**config.mk**
```make
export PLATFORM = sky130hd
export DESIGN_NAME = csr_unit_top
export DESIGN_NICKNAME = d
export VERILOG_FILES = /design/src/hw/csr_pkg.sv /design/src/hw/csr_issue_if.sv /design/src/hw/csr_req_ingress.sv /design/src/hw/csr_regfile.sv /design/src/hw/csr_excp_seq.sv /design/src/hw/csr_resp_egress.sv /design/src/hw/csr_unit_top.sv
export SDC_FILE = /design/constraint.sdc
export NUM_CORES = 1
export LEC_CHECK = 0
export BUFFER_PORTS_ARGS = -buffer_cell sky130_fd_sc_hd__buf_2
export CAP_MARGIN = 20
export CORE_UTILIZATION = 40
export DETAILED_ROUTE_END_ITERATION = 8
export MAX_ROUTING_LAYER = met4
export PLACE_DENSITY = 0.57
export SYNTH_ARGS = -nofsm -noshare
export SYNTH_HDL_FRONTEND = slang
export SYNTH_SLANG_ARGS = --single-unit
```
**constraint.sdc**
```tcl
create_clock -name clk -period 5.8 [get_ports clk]
set_input_delay 0.58 -clock clk [delete_from_list [all_inputs] [get_ports clk]]
set_output_delay 0.58 -clock clk [all_outputs]
set_load 0.05 [all_outputs]
```
**src/hw/csr_pkg.sv**
```systemverilog
package csr_pkg;

    // ~~~~~~~~~~~~~~~~~~~~~~~~~~~~~~~~~~~~~~~~
    // Basic types
    // ~~~~~~~~~~~~~~~~~~~~~~~~~~~~~~~~~~~~~~~~
    typedef logic [31:0] u32_t;      // Data word.
    typedef logic [13:0] csr_addr_t; // CSR number.
    typedef logic [1:0]  plv_t;      // Privilege level.
    typedef logic [5:0]  ecode_t;    // Exception code.

    typedef struct packed {
        logic   we;      // Exception write strobe.
        plv_t   plv;     // New crmd.plv.
        logic   ie;      // New crmd.ie.
        plv_t   pplv;    // Saved plv into prmd.
        logic   pie;     // Saved ie into prmd.
        ecode_t ecode;   // Goes to estat[21:16].
        u32_t   era;
        u32_t   badv;
        logic   badv_we;
    } excp_wr_req_t;

    // ~~~~~~~~~~~~~~~~~~~~~~~~~~~~~~~~~~~~~~~~
    // CSR numbers
    // ~~~~~~~~~~~~~~~~~~~~~~~~~~~~~~~~~~~~~~~~
    localparam csr_addr_t CSR_CRMD      = 14'h000;
    localparam csr_addr_t CSR_PRMD      = 14'h001;
    localparam csr_addr_t CSR_EUEN      = 14'h002;
    localparam csr_addr_t CSR_ECFG      = 14'h004;
    localparam csr_addr_t CSR_ESTAT     = 14'h005;
    localparam csr_addr_t CSR_ERA       = 14'h006;
    localparam csr_addr_t CSR_BADV      = 14'h007;
    localparam csr_addr_t CSR_EENTRY    = 14'h00c;
    localparam csr_addr_t CSR_TLBIDX    = 14'h010;
    localparam csr_addr_t CSR_TLBEHI    = 14'h011;
    localparam csr_addr_t CSR_TLBELO0   = 14'h012;
    localparam csr_addr_t CSR_TLBELO1   = 14'h013;
    localparam csr_addr_t CSR_ASID      = 14'h018;
    localparam csr_addr_t CSR_PGDL      = 14'h019;
    localparam csr_addr_t CSR_PGDH      = 14'h01a;
    localparam csr_addr_t CSR_PGD       = 14'h01b;
    localparam csr_addr_t CSR_CPUID     = 14'h020;
    localparam csr_addr_t CSR_SAVE0     = 14'h030;
    localparam csr_addr_t CSR_SAVE1     = 14'h031;
    localparam csr_addr_t CSR_SAVE2     = 14'h032;
    localparam csr_addr_t CSR_SAVE3     = 14'h033;
    localparam csr_addr_t CSR_TLBRENTRY = 14'h088;

    // ~~~~~~~~~~~~~~~~~~~~~~~~~~~~~~~~~~~~~~~~
    // Writable bits per CSR
    // ~~~~~~~~~~~~~~~~~~~~~~~~~~~~~~~~~~~~~~~~
    localparam u32_t MASK_CRMD      = 32'h0000_01ff; // plv, ie, da, pg, datf, datm.
    localparam u32_t MASK_PRMD      = 32'h0000_0007;
    localparam u32_t MASK_EUEN      = 32'h0000_0001;
    localparam u32_t MASK_ECFG      = 32'h0000_1bff; // Bit 10 is reserved.
    localparam u32_t MASK_ESTAT     = 32'h0000_0003; // Software interrupts only.
    localparam u32_t MASK_ERA       = 32'hffff_ffff;
    localparam u32_t MASK_BADV      = 32'hffff_ffff;
    localparam u32_t MASK_EENTRY    = 32'hffff_ffc0;
    localparam u32_t MASK_TLBIDX    = 32'hbf00_000f; // ne, ps, 4-bit index.
    localparam u32_t MASK_TLBEHI    = 32'hffff_e000;
    localparam u32_t MASK_TLBELO    = 32'h0fff_ff7f;
    localparam u32_t MASK_ASID      = 32'h0000_03ff;
    localparam u32_t MASK_PGD_BASE  = 32'hffff_f000;
    localparam u32_t MASK_SAVE      = 32'hffff_ffff;
    localparam u32_t MASK_TLBRENTRY = 32'hffff_ffc0;

    localparam u32_t       CRMD_RESET = 32'h0000_0008; // Direct address mode.
    localparam logic [7:0] ASID_BITS  = 8'd10;

    // Queue and credit sizing.
    localparam int CSR_REQ_DEPTH = 4;
    localparam int RESP_CREDITS  = 2;
    localparam int PTR_W         = 2;
    localparam int CRED_W        = 2;

endpackage

```
**src/hw/csr_issue_if.sv**
```systemverilog
`timescale 1ns/10ps

interface csr_issue_if;
    import csr_pkg::*;

    logic      issue;          // One access goes through this cycle.
    csr_addr_t addr;
    logic      we;
    u32_t      wr_data;
    logic      ready;          // Register file can take an access.
    u32_t      rd_data;        // Old value of the addressed CSR.
    logic      resp_credit_ok; // Egress holds a downstream credit.

    modport ingress (output issue, output addr, output we, output wr_data,
                     input ready, input resp_credit_ok);

    modport regfile (input issue, input addr, input we, input wr_data,
                     output ready, output rd_data);

    modport egress (input issue, input rd_data, output resp_credit_ok);

endinterface

```
**src/hw/csr_req_ingress.sv**
```systemverilog
`timescale 1ns/10ps

module csr_req_ingress (
    input  logic               clk,
    input  logic               rst_n,
    input  logic               req_valid,
    input  csr_pkg::csr_addr_t req_addr,
    input  logic               req_we,
    input  csr_pkg::u32_t      req_wdata,
    output logic               req_credit,
    csr_issue_if.ingress       issue_if
);
    import csr_pkg::*;

    csr_addr_t        addr_mem [CSR_REQ_DEPTH];
    logic             we_mem   [CSR_REQ_DEPTH];
    u32_t             data_mem [CSR_REQ_DEPTH];
    logic [PTR_W-1:0] wr_ptr;
    logic [PTR_W-1:0] rd_ptr;
    logic [PTR_W:0]   count;   // Needs one bit more than the pointers.
    logic             pop;

    // The only place where the issue handshake is decided.
    assign pop = (count != '0) && issue_if.ready && issue_if.resp_credit_ok;

    assign issue_if.issue   = pop;
    assign issue_if.addr    = addr_mem[rd_ptr]; // Head of queue.
    assign issue_if.we      = we_mem[rd_ptr];
    assign issue_if.wr_data = data_mem[rd_ptr];

    // ~~~~~~~~~~~~~~~~~~~~~~~~~~~~~~~~~~~~~~~~
    // Storage
    // ~~~~~~~~~~~~~~~~~~~~~~~~~~~~~~~~~~~~~~~~
    always_ff @(posedge clk) begin
        if (req_valid) begin           // Requester credit keeps this from overflowing.
            addr_mem[wr_ptr] <= req_addr;
            we_mem[wr_ptr]   <= req_we;
            data_mem[wr_ptr] <= req_wdata;
        end
    end

    // ~~~~~~~~~~~~~~~~~~~~~~~~~~~~~~~~~~~~~~~~
    // Pointers and credit return
    // ~~~~~~~~~~~~~~~~~~~~~~~~~~~~~~~~~~~~~~~~
    always_ff @(posedge clk or negedge rst_n) begin
        if (!rst_n) begin
            wr_ptr     <= '0;
            rd_ptr     <= '0;
            count      <= '0;
            req_credit <= 1'b0;
        end else begin
            wr_ptr     <= wr_ptr + PTR_W'(req_valid);   // Wraps at depth four.
            rd_ptr     <= rd_ptr + PTR_W'(pop);
            count      <= count + (PTR_W + 1)'(req_valid) - (PTR_W + 1)'(pop);
            req_credit <= pop;                        // One credit per freed slot.
        end
    end

endmodule

```
**src/hw/csr_regfile.sv**
```systemverilog
`timescale 1ns/10ps

module csr_regfile (
    input  logic                  clk,
    input  logic                  rst_n,
    csr_issue_if.regfile          issue_if,
    input  csr_pkg::excp_wr_req_t excp_req,
    input  logic                  event_busy,
    output csr_pkg::plv_t         crmd_plv,
    output logic                  crmd_ie,
    output csr_pkg::plv_t         prmd_pplv,
    output logic                  prmd_pie,
    output csr_pkg::u32_t         era,
    output csr_pkg::u32_t         eentry
);
    import csr_pkg::*;

    u32_t crmd, prmd, euen, ecfg, estat, badv;
    u32_t tlbidx, tlbehi, tlbelo0, tlbelo1, asid, pgdl, pgdh;
    u32_t save0, save1, save2, save3, tlbrentry;
    u32_t pgd;
    logic inst_we;

    // Keeps the unmasked bits of the old value.
    function automatic u32_t merge(u32_t old_val, u32_t new_val, u32_t mask);
        return (old_val & ~mask) | (new_val & mask);
    endfunction

    // Trap and ertn own the cycle they occur in.
    assign issue_if.ready = ~event_busy;
    assign inst_we        = issue_if.issue && issue_if.we;

    assign crmd_plv  = crmd[1:0];
    assign crmd_ie   = crmd[2];
    assign prmd_pplv = prmd[1:0];
    assign prmd_pie  = prmd[2];

    // Page directory base follows the address half in badv.
    assign pgd = badv[31] ? (pgdh & MASK_PGD_BASE) : (pgdl & MASK_PGD_BASE);

    // ~~~~~~~~~~~~~~~~~~~~~~~~~~~~~~~~~~~~~~~~
    // Read mux
    // ~~~~~~~~~~~~~~~~~~~~~~~~~~~~~~~~~~~~~~~~
    always_comb begin
        case (issue_if.addr)
            CSR_CRMD:      issue_if.rd_data = crmd;
            CSR_PRMD:      issue_if.rd_data = prmd;
            CSR_EUEN:      issue_if.rd_data = euen;
            CSR_ECFG:      issue_if.rd_data = ecfg;
            CSR_ESTAT:     issue_if.rd_data = estat;
            CSR_ERA:       issue_if.rd_data = era;
            CSR_BADV:      issue_if.rd_data = badv;
            CSR_EENTRY:    issue_if.rd_data = eentry;
            CSR_TLBIDX:    issue_if.rd_data = tlbidx;
            CSR_TLBEHI:    issue_if.rd_data = tlbehi;
            CSR_TLBELO0:   issue_if.rd_data = tlbelo0;
            CSR_TLBELO1:   issue_if.rd_data = tlbelo1;
            CSR_ASID:      issue_if.rd_data = {asid[31:24], ASID_BITS, asid[15:0]};
            CSR_PGDL:      issue_if.rd_data = pgdl;
            CSR_PGDH:      issue_if.rd_data = pgdh;
            CSR_PGD:       issue_if.rd_data = pgd;
            CSR_CPUID:     issue_if.rd_data = '0;   // Single core.
            CSR_SAVE0:     issue_if.rd_data = save0;
            CSR_SAVE1:     issue_if.rd_data = save1;
            CSR_SAVE2:     issue_if.rd_data = save2;
            CSR_SAVE3:     issue_if.rd_data = save3;
            CSR_TLBRENTRY: issue_if.rd_data = tlbrentry;
            default:       issue_if.rd_data = '0;
        endcase
    end

    // ~~~~~~~~~~~~~~~~~~~~~~~~~~~~~~~~~~~~~~~~
    // Write path
    // ~~~~~~~~~~~~~~~~~~~~~~~~~~~~~~~~~~~~~~~~
    always_ff @(posedge clk or negedge rst_n) begin
        if (!rst_n) begin
            crmd      <= CRMD_RESET;
            {prmd, euen, ecfg, estat, era, badv, eentry} <= '0;
            {tlbidx, tlbehi, tlbelo0, tlbelo1, asid, pgdl, pgdh} <= '0;
            {save0, save1, save2, save3, tlbrentry} <= '0;
        end else if (excp_req.we) begin
            crmd[2:0]    <= {excp_req.ie, excp_req.plv};
            prmd[2:0]    <= {excp_req.pie, excp_req.pplv};
            estat[21:16] <= excp_req.ecode;
            era          <= excp_req.era;
            if (excp_req.badv_we) begin
                badv <= excp_req.badv;
            end
        end else if (inst_we) begin
            case (issue_if.addr)
                CSR_CRMD:      crmd      <= merge(crmd, issue_if.wr_data, MASK_CRMD);
                CSR_PRMD:      prmd      <= merge(prmd, issue_if.wr_data, MASK_PRMD);
                CSR_EUEN:      euen      <= merge(euen, issue_if.wr_data, MASK_EUEN);
                CSR_ECFG:      ecfg      <= merge(ecfg, issue_if.wr_data, MASK_ECFG);
                CSR_ESTAT:     estat     <= merge(estat, issue_if.wr_data, MASK_ESTAT);
                CSR_ERA:       era       <= merge(era, issue_if.wr_data, MASK_ERA);
                CSR_BADV:      badv      <= merge(badv, issue_if.wr_data, MASK_BADV);
                CSR_EENTRY:    eentry    <= merge(eentry, issue_if.wr_data, MASK_EENTRY);
                CSR_TLBIDX:    tlbidx    <= merge(tlbidx, issue_if.wr_data, MASK_TLBIDX);
                CSR_TLBEHI:    tlbehi    <= merge(tlbehi, issue_if.wr_data, MASK_TLBEHI);
                CSR_TLBELO0:   tlbelo0   <= merge(tlbelo0, issue_if.wr_data, MASK_TLBELO);
                CSR_TLBELO1:   tlbelo1   <= merge(tlbelo1, issue_if.wr_data, MASK_TLBELO);
                CSR_ASID:      asid      <= merge(asid, issue_if.wr_data, MASK_ASID);
                CSR_PGDL:      pgdl      <= merge(pgdl, issue_if.wr_data, MASK_PGD_BASE);
                CSR_PGDH:      pgdh      <= merge(pgdh, issue_if.wr_data, MASK_PGD_BASE);
                CSR_SAVE0:     save0     <= merge(save0, issue_if.wr_data, MASK_SAVE);
                CSR_SAVE1:     save1     <= merge(save1, issue_if.wr_data, MASK_SAVE);
                CSR_SAVE2:     save2     <= merge(save2, issue_if.wr_data, MASK_SAVE);
                CSR_SAVE3:     save3     <= merge(save3, issue_if.wr_data, MASK_SAVE);
                CSR_TLBRENTRY: tlbrentry <= merge(tlbrentry, issue_if.wr_data, MASK_TLBRENTRY);
                default:       ;         // pgd, cpuid and holes ignore writes.
            endcase
        end
    end

endmodule

```
**src/hw/csr_excp_seq.sv**
```systemverilog
`timescale 1ns/10ps

module csr_excp_seq (
    input  logic                  clk,
    input  logic                  rst_n,
    input  logic                  trap,
    input  csr_pkg::ecode_t       trap_ecode,
    input  csr_pkg::u32_t         trap_pc,
    input  csr_pkg::u32_t         trap_badv,
    input  logic                  trap_badv_we,
    input  logic                  ertn,
    input  csr_pkg::plv_t         crmd_plv,
    input  logic                  crmd_ie,
    input  csr_pkg::plv_t         prmd_pplv,
    input  logic                  prmd_pie,
    input  csr_pkg::u32_t         era,
    input  csr_pkg::u32_t         eentry,
    output csr_pkg::excp_wr_req_t excp_req,
    output logic                  event_busy,
    output logic                  redirect_valid,
    output csr_pkg::u32_t         redirect_pc
);
    import csr_pkg::*;

    ecode_t last_ecode;   // Copy of estat[21:16], only traps write it.

    assign event_busy = trap | ertn;

    always_comb begin
        excp_req = '0;
        if (trap) begin                  // Trap wins over ertn.
            excp_req.we      = 1'b1;
            excp_req.plv     = 2'd0;     // Enter kernel with interrupts off.
            excp_req.ie      = 1'b0;
            excp_req.pplv    = crmd_plv;
            excp_req.pie     = crmd_ie;
            excp_req.ecode   = trap_ecode;
            excp_req.era     = trap_pc;
            excp_req.badv    = trap_badv;
            excp_req.badv_we = trap_badv_we;
        end else if (ertn) begin
            excp_req.we      = 1'b1;
            excp_req.plv     = prmd_pplv;
            excp_req.ie      = prmd_pie;
            excp_req.pplv    = prmd_pplv; // prmd stays as it is.
            excp_req.pie     = prmd_pie;
            excp_req.ecode   = last_ecode;
            excp_req.era     = era;
        end
    end

    always_ff @(posedge clk or negedge rst_n) begin
        if (!rst_n) begin
            redirect_valid <= 1'b0;
            last_ecode     <= '0;
        end else begin
            redirect_valid <= event_busy;
            if (trap) begin
                last_ecode <= trap_ecode;
            end
        end
    end

    always_ff @(posedge clk) begin
        if (event_busy) begin
            redirect_pc <= trap ? eentry : era; // Values before this edge's update.
        end
    end

endmodule

```
**src/hw/csr_resp_egress.sv**
```systemverilog
`timescale 1ns/10ps

module csr_resp_egress (
    input  logic          clk,
    input  logic          rst_n,
    csr_issue_if.egress   issue_if,
    input  logic          resp_credit,
    output logic          resp_valid,
    output csr_pkg::u32_t resp_data
);
    import csr_pkg::*;

    logic [CRED_W-1:0] credits;

    assign issue_if.resp_credit_ok = (credits != '0);

    // ~~~~~~~~~~~~~~~~~~~~~~~~~~~~~~~~~~~~~~~~
    // Downstream credit counter
    // ~~~~~~~~~~~~~~~~~~~~~~~~~~~~~~~~~~~~~~~~
    always_ff @(posedge clk or negedge rst_n) begin
        if (!rst_n) begin
            credits    <= CRED_W'(RESP_CREDITS);
            resp_valid <= 1'b0;
        end else begin
            // The credit is taken at issue, so the next cycle sees the lower count.
            credits    <= credits - CRED_W'(issue_if.issue) + CRED_W'(resp_credit);
            resp_valid <= issue_if.issue;
        end
    end

    always_ff @(posedge clk) begin
        if (issue_if.issue) begin
            resp_data <= issue_if.rd_data;  // Old value before the write.
        end
    end

endmodule

```
**src/hw/csr_unit_top.sv**
```systemverilog
`timescale 1ns/10ps

module csr_unit_top (
    input  logic               clk,
    input  logic               rst_n,
    input  logic               req_valid,
    input  csr_pkg::csr_addr_t req_addr,
    input  logic               req_we,
    input  csr_pkg::u32_t      req_wdata,
    output logic               req_credit,
    output logic               resp_valid,
    output csr_pkg::u32_t      resp_data,
    input  logic               resp_credit,
    input  logic               trap,
    input  csr_pkg::ecode_t    trap_ecode,
    input  csr_pkg::u32_t      trap_pc,
    input  csr_pkg::u32_t      trap_badv,
    input  logic               trap_badv_we,
    input  logic               ertn,
    output logic               redirect_valid,
    output csr_pkg::u32_t      redirect_pc,
    output csr_pkg::plv_t      crmd_plv,
    output logic               crmd_ie
);
    import csr_pkg::*;

    excp_wr_req_t excp_req;
    logic         event_busy;
    plv_t         prmd_pplv;
    logic         prmd_pie;
    u32_t         era;
    u32_t         eentry;

    csr_issue_if issue_if ();

    csr_req_ingress i_csr_req_ingress (
        .clk(clk), .rst_n(rst_n), .req_valid(req_valid), .req_addr(req_addr),
        .req_we(req_we), .req_wdata(req_wdata), .req_credit(req_credit),
        .issue_if(issue_if.ingress)
    );

    csr_regfile i_csr_regfile (
        .clk(clk), .rst_n(rst_n), .issue_if(issue_if.regfile),
        .excp_req(excp_req), .event_busy(event_busy),
        .crmd_plv(crmd_plv), .crmd_ie(crmd_ie), .prmd_pplv(prmd_pplv),
        .prmd_pie(prmd_pie), .era(era), .eentry(eentry)
    );

    csr_excp_seq i_csr_excp_seq (
        .clk(clk), .rst_n(rst_n), .trap(trap), .trap_ecode(trap_ecode),
        .trap_pc(trap_pc), .trap_badv(trap_badv), .trap_badv_we(trap_badv_we),
        .ertn(ertn), .crmd_plv(crmd_plv), .crmd_ie(crmd_ie),
        .prmd_pplv(prmd_pplv), .prmd_pie(prmd_pie), .era(era), .eentry(eentry),
        .excp_req(excp_req), .event_busy(event_busy),
        .redirect_valid(redirect_valid), .redirect_pc(redirect_pc)
    );

    csr_resp_egress i_csr_resp_egress (
        .clk(clk), .rst_n(rst_n), .issue_if(issue_if.egress),
        .resp_credit(resp_credit), .resp_valid(resp_valid), .resp_data(resp_data)
    );

endmodule

```
# Word level (Yosys, flattened, before mapping)
# Memories as Yosys holds them, arrays and structs flattened.
# Cells that the tools add are included.
# word_totals
register_bits	721
mem_count	3
in_bits	124
mem_bits_rw	188
# op_classes
n_addsub	6
n_reduce_logical	35
muxes	24
bitwise_logic	17
n_eq_ne	22
# mem_list
name	depth	word_bits	read_ports	rd_clocked_by_memory_dff	write_ports	line_no	source
i_csr_req_ingress.data_mem	4	32	1	0	1	csr_req_ingress.sv:17	u32_t data_mem [CSR_REQ_DEPTH];
i_csr_req_ingress.addr_mem	4	14	1	0	1	csr_req_ingress.sv:15	csr_addr_t addr_mem [CSR_REQ_DEPTH];
i_csr_req_ingress.we_mem	4	1	1	0	1	csr_req_ingress.sv:16	logic we_mem [CSR_REQ_DEPTH];
# ops
cell	count
one-hot mux 32 bit (21 select lines)	1
2-to-1 mux 32 bit	9
== test 14 x 5 -> 1 bit, second input constant	8
2-to-1 mux 45 bit	2
bitwise OR 12 x 32 -> 32 bit	2
bitwise OR 32 x 28 -> 32 bit	2
bitwise OR 6 x 32 -> 32 bit	2
AND reduction 3 bit	21
== test 14 x 3 -> 1 bit, second input constant	4
== test 14 x 6 -> 1 bit, second input constant	4
2-to-1 mux 22 bit	2
2-to-1 mux 33 bit	1
bitwise OR 13 x 32 -> 32 bit	1
bitwise OR 31 x 32 -> 32 bit	1
bitwise OR 32 x 1 -> 32 bit	1
bitwise OR 32 x 10 -> 32 bit	1
bitwise OR 32 x 13 -> 32 bit	1
bitwise OR 32 x 2 -> 32 bit	1
bitwise OR 32 x 3 -> 32 bit	1
bitwise OR 32 x 9 -> 32 bit	1
2-to-1 mux 3 bit	6
== test 14 x 1 -> 1 bit, second input constant	1
== test 14 x 2 -> 1 bit, second input constant	1
== test 14 x 4 -> 1 bit, second input constant	1
16 further kinds	29

# Logic depth before layout (Yosys ltp)
# depth
word_depth	7
mapped_depth	11
mapped_depth_nobuf	8

# Cells and area by module
# A second synthesis with hierarchy kept.
# hier_totals
hier_cells	2133
area_unflattened_um2	30565.6
# by_module_without_submodules
mod	cells_each	seq_area_each_um2	instances	area_per_inst_um2
csr_regfile	1588	10286.1	1	19870.3
csr_req_ingress	270	5845.6	1	7174.4
csr_excp_seq	234	1136.1	1	2421.1
csr_resp_egress	41	1037.2	1	1099.8

# Least setup slack after synthesis
# No wires, ideal clock.
# synth_timing
path_kind	input-to-reg
startpoint	in trap
endpoint	reg i_csr_regfile.save0[10]
t_required_ps	5675
path_stages	7
path_slack_ps	495
arrival_time_ps	5180
n_path_buf	2
path_cell_list	buf_2 -> or2_2 -> nor3_1 -> nand2_1 -> nor3_2 -> buf_4 -> mux2_2
# synth_via
elab_chain_cells	6
elab_cells_between_ends	8
# synth_lines
item	line_no	source
start, declared	csr_unit_top.sv:14	input logic trap,
bitwise OR 1 bit	csr_excp_seq.sv:27	assign event_busy = trap | ertn;
NOT 1 bit	csr_regfile.sv:30	assign issue_if.ready = ~event_busy;
logical AND 1 bit (2 in series)	csr_req_ingress.sv:24	assign pop = (count != '0) && issue_if.ready && issue_if.resp_credit_ok;
named net i_csr_regfile.issue_if.issue	csr_issue_if.sv:17	modport regfile (input issue, input addr, input we, input wr_data,
logical AND 1 bit	csr_regfile.sv:31	assign inst_we = issue_if.issue && issue_if.we;
AND reduction 3 bit (no source line)	--	
end signal, assigned	csr_regfile.sv:106	CSR_SAVE0: save0 <= merge(save0, issue_if.wr_data, MASK_SAVE);
end, declared	csr_regfile.sv:20	u32_t save0, save1, save2, save3, tlbrentry;
# The timed path passes the listed nets, and every way through them passes these cells.
# A chain may end at the register's enable or synchronous reset.

# Worst setup path after layout
# layout_timing
startpoint	reg i_csr_req_ingress.rd_ptr[1]
endpoint	reg i_csr_resp_egress.resp_data[14] (data pin)
# layout_via
elab_chain_cells	3
elab_cells_between_ends	23
# layout_lines
item	line_no	source
start, declared	csr_req_ingress.sv:19	logic [PTR_W-1:0] rd_ptr;
start signal, assigned	csr_req_ingress.sv:53	rd_ptr <= rd_ptr + PTR_W'(pop);
memory (4 x 14 bit) *	--	
== test 14 x 8 -> 1 bit (tied with other cells)	csr_regfile.sv:45	case (issue_if.addr)
one-hot mux 32 bit (21 select lines) *	csr_regfile.sv:45	
end signal, assigned	csr_resp_egress.sv:33	resp_data <= issue_if.rd_data;
end, declared	csr_resp_egress.sv:9	output csr_pkg::u32_t resp_data
# Mark *: on every way between the ends. The rest lies on a longest branch, timed or not.

==> metrics <==
largest cells by area after synthesis dfrtp_1 (36%), edfxtp_1 (26%), mux2_2 (12%); Worst Skew 0.02278 ns; Final Cell Area 34100 um^2; status finished, final reports clean; PortBufs 193; Yosys top cell area share 36.15%; HP Class primary input to flip-flop; cell area after synthesis 29490 um^2; share of cells above drive strength 1 32.90%; Unique masters post-synth 80; # Max-Cap Violations 0; VDD IR-drop max 0.3337 mV; floorplan die width 273.5 um; critical path startpoint category flip-flop; Synthesized Nets 2245; most common flop cell mapped by yosys dfrtp_1; IO Pins 194; setup TNS 0 ns; fin nets 2428; All-Layer GR Usage 25.98%; Sink Count 680; CTS tree yes; Top reg by flops i_csr_req_ingress.data_mem; flops & latches, synth 680; initial DRC count 1979; DR pass1 iterations 5; fin. max-slew vios 0; fmax 0.2377 GHz; worst rel slew slack 21.26%; Worst setup EP type flip-flop; max FFs per register 128; Clock H-tree levels 3; Leak Pwr 14.91 nW; Regs by FF count i_csr_req_ingress.data_mem: 128 flops, i_csr_req_ingress.addr_mem: 56 flops; Placed Cells incl. Taps 3179; EDFF count, synth 252; die height 273.5 um; Avg Inst Size Synth 13.95 um^2; Fin. Hold Viols 0; fillers 6408; Syn Inst Count 2114; Area growth, synth to finish 15.66%; slew at the pin with the worst max-slew slack 1.181 ns; first-pass GRT wire length 137.0 mm; Root Buffer clkbuf_16; fin crit share 72.53%; Async S/R FF share, synth 62.94%; cts bufs inserted 74; Syn. warnings 0; Commonest cells post-synth dfrtp_1 (426), mux2_2 (310), edfxtp_1 (252); CTS clk-pin slew, worst paths 0.06 ns; RSZ-0062 raised after global routing no; final setup vio count 0; DP HPWL 62.73 mm; vias 19400; Power Density 440.9 nW/um^2; Antenna Nets Post-Route 0; initial antenna violation count 5; CTS max path bufs 3; wire length per cell 28.14 um; Worst EP required 6.27 ns; Post-CTS Setup Repair Bufs 0; vias in the first global route 19790; Worst Path Max Fanout 33; die footprint 74810 um^2; DRT Wirelength 93.38 mm; Vias/cell 5.845; Routability Congestion 0.9162; DRC 0; Area after DPL 31610 um^2; cell with the most instances after synthesis dfrtp_1; worst-skew pair later-pin latency 0.63 ns; register area share after synthesis 61.99%; minimum clock period 4.207 ns; pin count of the biggest net entering global routing 151; Rows 99; Synth area leader dfrtp_1; Worst Path Class, Setup flip-flop to flip-flop; Finished Layout Cells 3319; GRT overflow 0; Worst EP arrival 4.68 ns; Initial Utilization 40.42%; core area 72960 um^2
==> metrics by stage <==
step | utilization, % | worst slack (ns) | power (mW) | hold WS, ns
after global placement | 43.32 | 1.346 | 10.19 | 0.4539
after detailed placement | 43.33 | 1.673 | 10.23 | 0.4667
after floorplan | - | 0.4953 | 8.195 | 0.2844
final | 46.74 | 1.593 | 15.04 | 0.1671
after global routing | 46.74 | 1.473 | 15.52 | 0.1464
after CTS | 46.74 | 1.665 | 15.08 | 0.1286
==> critical path, cell delays in order, from the launching register on <==
cell and delay, ns:
dfrtp_2 0.91, mux4_2 0.57, nor4_1 0.40, nand3_1 0.72, or2_2 0.66, o221ai_1 0.54
a211o_1 0.23
==> layout make-up <==
cell class / count / area [um^2] / share of cell area [%]
Timing Repair Buffer: 270 / 1584 / 4.645
Sequential cell: 680 / 18290 / 53.62
Inverter: 8 / 30.03 / 0.08805
Multi-Input combinational cell: 1263 / 10520 / 30.86
Clock inverter: 36 / 420.4 / 1.233
Antenna cell: 1 / 2.502 / 0.007338
Tap cell: 959 / 1200 / 3.518
Clock buffer: 102 / 2058 / 6.035
==> path summary, 6_finish.rpt <==
path	startpoint	end	slack, ns	cells after the start
max	i_csr_req_ingress.rd_ptr[1]$_DFF_PN0_	i_csr_resp_egress.resp_data[14]$_SDFFCE_PN0P_	1.59	6
min	trap_pc[4]	i_csr_regfile.era[4]$_DFFE_PN0P_	0.17	3
max reg2reg	i_csr_req_ingress.rd_ptr[1]$_DFF_PN0_	i_csr_resp_egress.resp_data[14]$_SDFFCE_PN0P_	1.59	6
min reg2reg	i_csr_regfile.tlbrentry[12]$_DFFE_PN0P_	i_csr_regfile.tlbrentry[12]$_DFFE_PN0P_	0.48	2
max in group asynchronous	rst_n	i_csr_req_ingress.rd_ptr[0]$_DFF_PN0_	3.83	3
min in group asynchronous	rst_n	i_csr_excp_seq.last_ecode[3]$_DFFE_PN0P_	0.49	2
==> logic make-up (layout without fill, tap and decap cells) <==
group                      count (synthesis)  count (layout)  synth area share (%)
and+or+nand+nor                          395             395                 6.929
adders and majority gates                  7               7                0.3225
AOI/OAI and AO/OA                        371             371                 8.253
other                                      0               1                     0
DFF                                      680             680                 61.99
muxes                                    484             484                 19.60
buffers and inverters                    171             416                 2.728
xor gates and xnor gates                   6               6                0.1782
==> report_power, final <==
group	leakage [nW]	switching, mW	total [mW]	internal, mW
clock network	1.21	1.98	4.84	2.86
registers	8.20	0.284	5.81	5.53
logic	5.50	3.24	4.39	1.15
==> metal layers <==
layer	share of wire (%)	track usage (%)	vias to the layer above
li1	-	-	8316
met1	43	34.64	10100
met2	46	39.67	788
met3	7.0	4.596	194
met4	4.1	9.703	0
met5	0	-	-
==> placed cells by master, fill, tap and decap left out, types with 19 or more instances in the layout <==
cell	n
dfrtp_1	424
mux2_2	310
edfxtp_1	252
nand2_1	197
buf_2	191
o21ai_0	138
mux2i_1	98
clkbuf_16	75
buf_4	75
a21oi_1	62
mux4_2	39
a22oi_1	38
mux2_1	36
nand3_1	33
nor2_1	31
nor2b_1	31
clkbuf_1	19
==> what timing repair did <==
item                      CTS  global route
hold buffers                1             0
resized for setup           0             0
hold endpoints to repair   61             0
(Power assumes the default switching activity.)
